$ cat config.mk
export PLATFORM = sky130hd
export DESIGN_NAME = fpu_top
export DESIGN_NICKNAME = d
export VERILOG_FILES = /design/src/rtl/fpu_pkg.sv /design/src/rtl/fpu_execute.sv /design/src/rtl/fpu_issue_queue.sv /design/src/rtl/fpu_normalize_round.sv /design/src/rtl/fpu_top.sv /design/src/rtl/fpu_unpack_align.sv
export VERILOG_INCLUDE_DIRS = /design/src /design/src/rtl
export SDC_FILE = /design/constraint.sdc
export NUM_CORES = 2
export LEC_CHECK = 0
export ABC_AREA = 0
export BUFFER_PORTS_ARGS = -buffer_cell sky130_fd_sc_hd__buf_2
export CAP_MARGIN = 5
export CORE_UTILIZATION = 41
export CTS_BUF_LIST = sky130_fd_sc_hd__clkbuf_4 sky130_fd_sc_hd__clkbuf_8 sky130_fd_sc_hd__clkbuf_16
export CTS_CLUSTER_SIZE = 10
export DETAILED_ROUTE_END_ITERATION = 8
export GPL_ROUTABILITY_DRIVEN = 0
export PLACE_DENSITY = 0.57
export SYNTH_ARGS = -nofsm -noshare
export SYNTH_HDL_FRONTEND = slang
export SYNTH_SLANG_ARGS = --single-unit
$ cat constraint.sdc
create_clock -name clk -period 26.5 [get_ports clk]
set_input_delay 3.975 -clock clk [delete_from_list [all_inputs] [get_ports clk]]
set_output_delay 3.975 -clock clk [all_outputs]
set_load 0.01 [all_outputs]
$ cat src/rtl/fpu_settings.svh
// shared constants of the double-precision FPU, included by the RTL and the testbench
`ifndef FPU_SETTINGS_SVH
`define FPU_SETTINGS_SVH

`define FPU_QUEUE_DEPTH 4       // issue queue entries, power of two
`define FPU_TAG_W       8       // request tag returned with the result

// IEEE double layout
`define FPU_FRAC_W      52      // fraction field width
`define FPU_EXP_W       11      // exponent field width
`define FPU_SIGN_POS    63      // sign bit
`define FPU_EXP_BIAS    1023

// internal mantissa: hidden one, fraction, guard bit, sticky bit
`define FPU_MANT_W      64
`define FPU_HIDDEN_POS  54

`endif

$ cat src/rtl/fpu_pkg.sv
// operation codes and result kinds shared by the FPU pipeline and its testbench
`default_nettype none

package fpu_pkg;

    typedef enum logic [3:0] {
        op_fadd   = 4'd0,
        op_fsub   = 4'd1,
        op_fsgnj  = 4'd2,
        op_fsgnjn = 4'd3,
        op_fsgnjx = 4'd4,
        op_fmin   = 4'd5,
        op_fmax   = 4'd6,
        op_feq    = 4'd7,
        op_flt    = 4'd8,
        op_fle    = 4'd9
    } fpu_op_e;

    // what the back end does with an execute result
    typedef enum logic [1:0] {
        kind_float = 2'd0, // renormalize, then round
        kind_int   = 2'd1, // raw 64-bit integer
        kind_pass  = 2'd2  // operand forwarded unchanged
    } fpu_kind_e;

endpackage

`default_nettype wire

$ cat src/rtl/fpu_execute.sv
// calculation stage: add and subtract, sign injection, min and max, compares
`default_nettype none
`include "fpu_settings.svh"

module fpu_execute (
    input  logic                   clk,
    input  logic                   rst,
    input  logic                   advance,
    input  logic                   al_valid,
    input  fpu_pkg::fpu_op_e       al_op,
    input  logic [`FPU_TAG_W-1:0]  al_tag,
    input  logic                   al_as,
    input  logic                   al_bs,
    input  logic [`FPU_EXP_W-1:0]  al_ae,
    input  logic [`FPU_EXP_W-1:0]  al_be,
    input  logic [`FPU_MANT_W-1:0] al_am,
    input  logic [`FPU_MANT_W-1:0] al_bm,
    input  logic [`FPU_MANT_W-1:0] al_a2,
    input  logic [`FPU_MANT_W-1:0] al_b2,
    input  logic [`FPU_EXP_W-1:0]  al_me,
    output logic                   ex_valid,
    output logic [`FPU_TAG_W-1:0]  ex_tag,
    output fpu_pkg::fpu_kind_e     ex_kind,
    output logic                   ex_s,
    output logic [`FPU_EXP_W-1:0]  ex_e,
    output logic [`FPU_MANT_W-1:0] ex_m
);
    logic [`FPU_MANT_W-1:0] sum;
    logic                   sum_s;
    logic [`FPU_MANT_W-1:0] sum_m;
    logic                   a_lt_b;
    logic                   a_eq_b;

    always_comb begin
        sum    = (al_op == fpu_pkg::op_fsub) ? al_a2 - al_b2 : al_a2 + al_b2;
        sum_s  = sum[`FPU_MANT_W-1];
        sum_m  = sum_s ? -sum : sum; // back to sign and magnitude
        a_lt_b = $signed(al_a2) < $signed(al_b2);
        a_eq_b = al_a2 == al_b2;
    end

    always_ff @(posedge clk) begin
        if (rst) begin
            ex_valid <= 1'b0;
        end else if (advance) begin
            ex_valid <= al_valid;
        end
        if (advance) begin
            ex_tag  <= al_tag;
            ex_kind <= fpu_pkg::kind_pass;
            ex_s    <= al_as;
            ex_e    <= al_ae;
            ex_m    <= al_am;
            case (al_op)
                fpu_pkg::op_fadd, fpu_pkg::op_fsub: begin
                    ex_kind <= fpu_pkg::kind_float;
                    ex_s    <= sum_s;
                    ex_e    <= al_me - `FPU_EXP_W'(1); // aligned sum sits one bit higher
                    ex_m    <= sum_m;
                end
                fpu_pkg::op_fsgnj:  ex_s <= al_bs;
                fpu_pkg::op_fsgnjn: ex_s <= ~al_bs;
                fpu_pkg::op_fsgnjx: ex_s <= al_as ^ al_bs;
                fpu_pkg::op_fmin: begin
                    if (!a_lt_b) begin // ties return b
                        ex_s <= al_bs;
                        ex_e <= al_be;
                        ex_m <= al_bm;
                    end
                end
                fpu_pkg::op_fmax: begin
                    if (a_lt_b || a_eq_b) begin
                        ex_s <= al_bs;
                        ex_e <= al_be;
                        ex_m <= al_bm;
                    end
                end
                default: begin // compares
                    ex_kind <= fpu_pkg::kind_int;
                    ex_s    <= 1'b0;
                    ex_e    <= '0;
                    ex_m    <= '0;
                    if (al_op == fpu_pkg::op_feq) begin
                        ex_m[0] <= a_eq_b;
                    end else if (al_op == fpu_pkg::op_flt) begin
                        ex_m[0] <= a_lt_b;
                    end else if (al_op == fpu_pkg::op_fle) begin
                        ex_m[0] <= a_lt_b | a_eq_b;
                    end
                end
            endcase
        end
    end

endmodule

`default_nettype wire

$ cat src/rtl/fpu_issue_queue.sv
// issue queue holding accepted FPU requests in order until the pipeline takes them
`default_nettype none
`include "fpu_settings.svh"

module fpu_issue_queue (
    input  logic                  clk,
    input  logic                  rst,
    input  logic                  req_valid,
    output logic                  req_ready,
    input  fpu_pkg::fpu_op_e      req_op,
    input  logic [63:0]           req_a,
    input  logic [63:0]           req_b,
    input  logic [`FPU_TAG_W-1:0] req_tag,
    input  logic                  advance,
    output logic                  issue_valid,
    output fpu_pkg::fpu_op_e      issue_op,
    output logic [63:0]           issue_a,
    output logic [63:0]           issue_b,
    output logic [`FPU_TAG_W-1:0] issue_tag
);
    localparam int ptr_w = $clog2(`FPU_QUEUE_DEPTH);

    fpu_pkg::fpu_op_e      op_q  [`FPU_QUEUE_DEPTH];
    logic [63:0]           a_q   [`FPU_QUEUE_DEPTH];
    logic [63:0]           b_q   [`FPU_QUEUE_DEPTH];
    logic [`FPU_TAG_W-1:0] tag_q [`FPU_QUEUE_DEPTH];

    logic [ptr_w-1:0] front;
    logic [ptr_w-1:0] tail;
    logic [ptr_w:0]   count;
    logic             push;
    logic             pop;

    always_comb begin
        req_ready   = count != (ptr_w + 1)'(`FPU_QUEUE_DEPTH);
        issue_valid = count != '0;
        push        = req_valid & req_ready;
        pop         = issue_valid & advance;
        tail        = front + ptr_w'(count); // wraps, depth is a power of two
    end

    always_ff @(posedge clk) begin
        if (push) begin
            op_q[tail]  <= req_op;
            a_q[tail]   <= req_a;
            b_q[tail]   <= req_b;
            tag_q[tail] <= req_tag;
        end
    end

    always_ff @(posedge clk) begin
        if (rst) begin
            front <= '0;
            count <= '0;
        end else begin
            if (pop) begin
                front <= front + ptr_w'(1);
            end
            count <= count + (ptr_w + 1)'(push) - (ptr_w + 1)'(pop); // push and pop may overlap
        end
    end

    assign issue_op  = op_q[front];
    assign issue_a   = a_q[front];
    assign issue_b   = b_q[front];
    assign issue_tag = tag_q[front];

endmodule

`default_nettype wire

$ cat src/rtl/fpu_normalize_round.sv
// uniforming and conversion stages: renormalize, pack and round, hold the response
`default_nettype none
`include "fpu_settings.svh"

module fpu_normalize_round (
    input  logic                   clk,
    input  logic                   rst,
    input  logic                   ex_valid,
    input  logic [`FPU_TAG_W-1:0]  ex_tag,
    input  fpu_pkg::fpu_kind_e     ex_kind,
    input  logic                   ex_s,
    input  logic [`FPU_EXP_W-1:0]  ex_e,
    input  logic [`FPU_MANT_W-1:0] ex_m,
    input  logic                   resp_ready,
    output logic                   advance,
    output logic                   resp_valid,
    output logic [63:0]            resp_value,
    output logic [`FPU_TAG_W-1:0]  resp_tag
);
    localparam logic [5:0] hidden = 6'(`FPU_HIDDEN_POS);

    logic [5:0]             lead;
    logic                   un_s;
    logic [`FPU_EXP_W-1:0]  un_e;
    logic [`FPU_MANT_W-1:0] un_m;

    logic                   nr_valid;
    logic [`FPU_TAG_W-1:0]  nr_tag;
    fpu_pkg::fpu_kind_e     nr_kind;
    logic                   nr_s;
    logic [`FPU_EXP_W-1:0]  nr_e;
    logic [`FPU_MANT_W-1:0] nr_m;

    logic                   rnd_up;
    logic [62:0]            mag;
    logic [63:0]            pk_value;

    always_comb begin
        lead = '0;
        for (int i = 0; i < `FPU_MANT_W; i++) begin
            if (ex_m[i]) begin
                lead = 6'(i); // highest one wins
            end
        end
    end

    always_comb begin
        un_s = ex_s;
        un_e = ex_e;
        un_m = ex_m;
        if (ex_kind == fpu_pkg::kind_float) begin
            if (ex_m == '0) begin // exact cancellation gives +0
                un_s = 1'b0;
                un_e = '0;
            end else if (lead > hidden) begin
                un_m    = ex_m >> (lead - hidden);
                un_m[0] = |(ex_m & ((`FPU_MANT_W'(2) << (lead - hidden)) - `FPU_MANT_W'(1)));
                un_e    = ex_e + `FPU_EXP_W'(lead - hidden);
            end else begin
                un_m = ex_m << (hidden - lead); // exact, nothing shifted out
                un_e = ex_e - `FPU_EXP_W'(hidden - lead);
            end
        end
    end

    // stage 4: uniforming
    always_ff @(posedge clk) begin
        if (rst) begin
            nr_valid <= 1'b0;
        end else if (advance) begin
            nr_valid <= ex_valid;
        end
        if (advance) begin
            nr_tag  <= ex_tag;
            nr_kind <= ex_kind;
            nr_s    <= un_s;
            nr_e    <= un_e;
            nr_m    <= un_m;
        end
    end

    // round to nearest even, carry may ripple into the exponent
    always_comb begin
        rnd_up   = nr_m[1] & (nr_m[0] | nr_m[2]);
        mag      = {nr_e, nr_m[`FPU_HIDDEN_POS-1 -: `FPU_FRAC_W]} + 63'(rnd_up);
        pk_value = (nr_kind == fpu_pkg::kind_int) ? nr_m : {nr_s, mag};
    end

    assign advance = ~(resp_valid & ~resp_ready); // freeze under back-pressure

    // stage 5: conversion into the output register
    always_ff @(posedge clk) begin
        if (rst) begin
            resp_valid <= 1'b0;
        end else if (advance) begin
            resp_valid <= nr_valid;
        end
        if (advance) begin
            resp_value <= pk_value;
            resp_tag   <= nr_tag;
        end
    end

endmodule

`default_nettype wire

$ cat src/rtl/fpu_top.sv
// double-precision FPU top: issue queue followed by the five-stage pipeline
`default_nettype none
`include "fpu_settings.svh"

module fpu_top (
    input  logic                  clk,
    input  logic                  rst,
    input  logic                  req_valid,
    output logic                  req_ready,
    input  fpu_pkg::fpu_op_e      req_op,
    input  logic [63:0]           req_a,
    input  logic [63:0]           req_b,
    input  logic [`FPU_TAG_W-1:0] req_tag,
    output logic                  resp_valid,
    output logic [63:0]           resp_value,
    output logic [`FPU_TAG_W-1:0] resp_tag,
    input  logic                  resp_ready
);
    logic                   advance;

    logic                   issue_valid;
    fpu_pkg::fpu_op_e       issue_op;
    logic [63:0]            issue_a;
    logic [63:0]            issue_b;
    logic [`FPU_TAG_W-1:0]  issue_tag;

    logic                   al_valid;
    fpu_pkg::fpu_op_e       al_op;
    logic [`FPU_TAG_W-1:0]  al_tag;
    logic                   al_as;
    logic                   al_bs;
    logic [`FPU_EXP_W-1:0]  al_ae;
    logic [`FPU_EXP_W-1:0]  al_be;
    logic [`FPU_MANT_W-1:0] al_am;
    logic [`FPU_MANT_W-1:0] al_bm;
    logic [`FPU_MANT_W-1:0] al_a2;
    logic [`FPU_MANT_W-1:0] al_b2;
    logic [`FPU_EXP_W-1:0]  al_me;

    logic                   ex_valid;
    logic [`FPU_TAG_W-1:0]  ex_tag;
    fpu_pkg::fpu_kind_e     ex_kind;
    logic                   ex_s;
    logic [`FPU_EXP_W-1:0]  ex_e;
    logic [`FPU_MANT_W-1:0] ex_m;

    fpu_issue_queue u_queue (.*);

    fpu_unpack_align u_unpack_align (.*);

    fpu_execute u_execute (.*);

    fpu_normalize_round u_normalize_round (.*);

endmodule

`default_nettype wire

$ cat src/rtl/fpu_unpack_align.sv
// split and alignment stages: operands to sign, exponent, mantissa and aligned signed values
`default_nettype none
`include "fpu_settings.svh"

module fpu_unpack_align (
    input  logic                   clk,
    input  logic                   rst,
    input  logic                   advance,
    input  logic                   issue_valid,
    input  fpu_pkg::fpu_op_e       issue_op,
    input  logic [63:0]            issue_a,
    input  logic [63:0]            issue_b,
    input  logic [`FPU_TAG_W-1:0]  issue_tag,
    output logic                   al_valid,
    output fpu_pkg::fpu_op_e       al_op,
    output logic [`FPU_TAG_W-1:0]  al_tag,
    output logic                   al_as,
    output logic                   al_bs,
    output logic [`FPU_EXP_W-1:0]  al_ae,
    output logic [`FPU_EXP_W-1:0]  al_be,
    output logic [`FPU_MANT_W-1:0] al_am,
    output logic [`FPU_MANT_W-1:0] al_bm,
    output logic [`FPU_MANT_W-1:0] al_a2,
    output logic [`FPU_MANT_W-1:0] al_b2,
    output logic [`FPU_EXP_W-1:0]  al_me
);
    // hidden one at FPU_HIDDEN_POS, a zero exponent leaves it clear
    function automatic logic [`FPU_MANT_W-1:0] split_mant(input logic [63:0] x);
        logic [`FPU_MANT_W-1:0] m;
        m = '0;
        m[`FPU_HIDDEN_POS] = x[`FPU_FRAC_W +: `FPU_EXP_W] != '0;
        m[`FPU_HIDDEN_POS-1 -: `FPU_FRAC_W] = x[`FPU_FRAC_W-1:0];
        return m;
    endfunction

    // one extra low bit keeps guard, round and sticky apart for subtraction
    function automatic logic [`FPU_MANT_W-1:0] align(input logic [`FPU_MANT_W-1:0] m,
                                                     input logic [`FPU_EXP_W-1:0]  sh,
                                                     input logic                   s);
        logic [`FPU_MANT_W-1:0] ext;
        logic [`FPU_MANT_W-1:0] v;
        ext  = m << 1;
        v    = ext >> sh;
        v[0] = v[0] | (|(ext & ((`FPU_MANT_W'(1) << sh) - `FPU_MANT_W'(1)))); // sticky
        return s ? -v : v;
    endfunction

    logic                   sp_valid;
    fpu_pkg::fpu_op_e       sp_op;
    logic [`FPU_TAG_W-1:0]  sp_tag;
    logic                   sp_as;
    logic                   sp_bs;
    logic [`FPU_EXP_W-1:0]  sp_ae;
    logic [`FPU_EXP_W-1:0]  sp_be;
    logic [`FPU_MANT_W-1:0] sp_am;
    logic [`FPU_MANT_W-1:0] sp_bm;
    logic [`FPU_EXP_W-1:0]  me;

    // stage 1: split
    always_ff @(posedge clk) begin
        if (rst) begin
            sp_valid <= 1'b0;
        end else if (advance) begin
            sp_valid <= issue_valid;
        end
        if (advance) begin
            sp_op  <= issue_op;
            sp_tag <= issue_tag;
            sp_as  <= issue_a[`FPU_SIGN_POS];
            sp_bs  <= issue_b[`FPU_SIGN_POS];
            sp_ae  <= issue_a[`FPU_FRAC_W +: `FPU_EXP_W];
            sp_be  <= issue_b[`FPU_FRAC_W +: `FPU_EXP_W];
            sp_am  <= split_mant(issue_a);
            sp_bm  <= split_mant(issue_b);
        end
    end

    assign me = (sp_ae > sp_be) ? sp_ae : sp_be; // common exponent

    // stage 2: alignment
    always_ff @(posedge clk) begin
        if (rst) begin
            al_valid <= 1'b0;
        end else if (advance) begin
            al_valid <= sp_valid;
        end
        if (advance) begin
            al_op  <= sp_op;
            al_tag <= sp_tag;
            al_as  <= sp_as;
            al_bs  <= sp_bs;
            al_ae  <= sp_ae;
            al_be  <= sp_be;
            al_am  <= sp_am;
            al_bm  <= sp_bm;
            al_a2  <= align(sp_am, me - sp_ae, sp_as);
            al_b2  <= align(sp_bm, me - sp_be, sp_bs);
            al_me  <= me;
        end
    end

endmodule

`default_nettype wire

==> metrics.md <==
| Metric | Value |
|---|---|
| Final Max Slew Viols | 0 |
| Post-CTS setup buffer count | 0 |
| Hold Vio Cnt, Final | 0 |
| Sequential area share after synthesis | 46.1% |
| Vias in the first global route | 62644 |
| Asr flop ratio synth | 0% |
| Rows | 162 |
| Area occupied by multi-input gates | 40600 um2 |
| Vias per cell | 6.56 |
| Status | complete, no violations |
| Sink Count | 1239 |
| Core ar. | 195000 um2 |
| Clock Path Buffers | 3 |
| Total negative slack | 0 ns |
| Layout Area Growth over Synthesis | 9.83% |
| I/O pin cnt | 218 |
| First-pass GRT wire length | 425 mm |
| Worst-Margin Slew | 1.36 ns |
| Die Wd | 445 um |
| Nets | 7806 |
| Ys Warns | 0 |
| Synth Register Bits | 1239 |
| GRT Overall Usage | 28.7% |
| Clock transition at path regs | 0.06 ns |
| Cells after synthesis | 7495 |
| Initial drt markers | 9965 |
| Startpoint types | register |
| Slack of the critical path | 16.51 ns |
| Mapped Avg Cell Area | 10.7 um2 |
| DP Cell Count | 9946 |
| Die ar. | 198000 um2 |
| Remaining Overflow, GRT | 0 |
| Largest net degree at the start of global routing | 155 |
| Detail Route Antenna Nets | 0 |
| CTS tree | done |
| Area after DPL | 84100 um2 |
| Die Span Y | 445 um |
| Post-route DRC violation count | 0 |
| Syn nets | 7831 |
| Fraction of layout cells with a size suffix above 1 | 13.6% |
| Dpl ws | 16.88 ns |
| FF/Latch Area | 37100 um2 |
| Netlist cell types | 107 |
| Drt first pass iters | 9 |
| Mapped Area | 80500 um2 |
| H-tree levels | 4 |
| Critical Path RT | 27.01 ns |
| HP Class | register to register |
| CTS Buf Count | 146 |
| Wirelength per Cell | 28.9 um |
| Max-slew headroom | 9.21% |
| Antenna violations before repair | 10 |
| Vias | 66589 |
| Hold-fix buffers at CTS | 0 |
| Number of synthesized flops with an enable pin | 1227 |
| Critical path arrival | 10.51 ns |
| Skew final | 0.107 ns |
| Setup-failing EPs final | 0 |
| RSZ-0062 raised after global routing | no |
| Worst setup EP type | register |
| Post-route cell area | 88400 um2 |
| Clock network latency to the later pin of the worst-skew pair | 0.83 ns |
| CP Class | register to register |
| CP max FO | 23 |
| DP HPWL | 211 mm |
| Initial Utilization | 41.3% |
| Routed WL | 294 mm |
| Layout fillers | 18175 |
| Tcrit/Tclk final | 37.7% |
| Final Non-Filler Cells | 10155 |
| IO Port Bufs | 217 |
| Max-cap viol count | 0 |
| Root Driver | clkbuf_16 |
| Max Freq | 100 MHz |
| Predominant post-synthesis flop cell | edfxtp_1 |
| Tmin final | 9.99 ns |
| Cts repair resizes | 0 |
==> placed cells by master (no fill, tap or decap), types with 101 or more instances in the layout <==
cell,instances
nor3_1,194
buf_2,217
buf_4,145
mux2i_1,509
xnor2_1,167
nand2_1,693
nand3_1,235
ha_1,184
mux4_2,275
a21oi_1,399
clkbuf_16,146
o21ai_0,455
nor2_1,547
inv_1,221
a31oi_1,101
edfxtp_1,1227
==> synth_stat cells, types with 75 or more instances <==
cell type	count	area share (%)
inv_1	223	1.0
xor2_1	85	0.92
buf_2	81	0.50
xnor2_1	179	1.9
a21o_1	75	0.70
nor4_1	87	0.68
mux4_2	275	7.7
o211ai_1	95	0.89
nand3_1	235	1.5
a31oi_1	101	0.79
a22oi_1	86	0.80
nor3_1	198	1.2
edfxtp_1	1227	46
nand4_1	80	0.62
nor2_1	555	2.6
a211oi_1	83	0.77
clkbuf_1	351	1.6
a21oi_1	400	2.5
mux2i_1	509	6.3
o21ai_0	456	2.8
ha_1	186	2.9
nand2_1	696	3.2
==> layer usage <==
| metal | up-vias | global-route usage [%] | wire (um) |
|---|---|---|---|
| met2 | 4225 | 43.9 | 129000 |
| met1 | 32434 | 36.7 | 113000 |
| li1 | 28849 | - | - |
| met3 | 1069 | 7.68 | 31500 |
| met5 | - | 0 | 82 |
| met4 | 12 | 16.1 | 19900 |
==> sequential cells by signal (all words and copies together) (netlist names), 11 cells and up, named ones only <==
signal	flops
u_unpack_align.sp_bm	53
u_unpack_align.al_am	53
u_execute.ex_e	11
u_execute.ex_m	64
u_unpack_align.al_be	11
u_unpack_align.al_b2	64
u_unpack_align.sp_ae	11
u_unpack_align.al_bm	53
u_queue.op_q	16
u_normalize_round.resp_value	64
u_queue.b_q	256
u_normalize_round.nr_e	11
u_unpack_align.sp_am	53
u_unpack_align.al_me	11
u_unpack_align.al_ae	11
u_queue.tag_q	32
u_unpack_align.sp_be	11
u_unpack_align.al_a2	64
u_normalize_round.nr_m	64
u_queue.a_q	256
==> area by class of cell <==
type / instances / share of cell area, %
Multi-Input combinational cell: 5492 / 46.0
Antenna cell: 10 / 0.0283
Clock inverter: 26 / 0.494
Inverter: 228 / 0.977
Tap cell: 2624 / 3.71
Clock buffer: 173 / 4.36
Timing Repair Buffer: 363 / 2.48
Sequential cell: 1239 / 42.0
==> metrics by stage <==
| stage | util (%) | hold WS [ns] |
|---|---|---|
| after detailed placement | 43.1 | 0.405 |
| after global routing | 45.3 | 0.414 |
| after CTS | 45.3 | 0.409 |
| after floorplan | - | 0.400 |
| final | 45.3 | 0.407 |
| after global placement | 43.1 | 0.400 |
==> cells by family after synthesis <==
| logic type | share of synthesized area, % |
|---|---|
| adders and majority gates | 3.04 |
| xor gates and xnor gates | 2.89 |
| and+or+nand+nor | 13.5 |
| DFF | 46.1 |
| muxes | 14.8 |
| AOI/OAI and AO/OA | 15.8 |
| buffers and inverters | 3.88 |
==> critical path, cell delays in order, from the launching register on <==
cell and delay, ns:
edfxtp_1 0.44, ha_1 0.35, nand3_1 0.12, a211oi_1 0.22
o41ai_1 0.14, nand2_1 0.12, o31a_1 0.58, mux2i_1 0.59
ha_4 0.21, inv_1 0.05, fa_4 0.59, a211o_1 0.34
a2111oi_0 0.40, o21bai_1 0.19, mux2_2 0.34, nor2_1 0.77
nand3_1 0.94, a21oi_1 0.48, o2111ai_1 0.16, nor4_2 0.45
and2_1 0.24, ha_1 0.19, and2_1 0.24, nand4_1 0.22
nand4bb_1 0.56, nor3b_1 0.47, mux2i_1 0.22, nand3_1 0.09
==> path summary, 6_finish.rpt <==
check	cells after the start	slack, ns	startpoint	end
setup / recovery	27	16.51	u_unpack_align.sp_ae[8]	u_unpack_align.al_b2[52]
hold / removal	0	0.41	u_normalize_round.nr_tag[6]	u_normalize_round.resp_tag[6]
setup reg to reg	27	16.51	u_unpack_align.sp_ae[8]	u_unpack_align.al_b2[52]
hold reg to reg	0	0.41	u_normalize_round.nr_tag[6]	u_normalize_round.resp_tag[6]
Power is left out: the tool's default activity adds up to more than one toggle a clock period on the data nets, which glitch-free logic cannot reach.
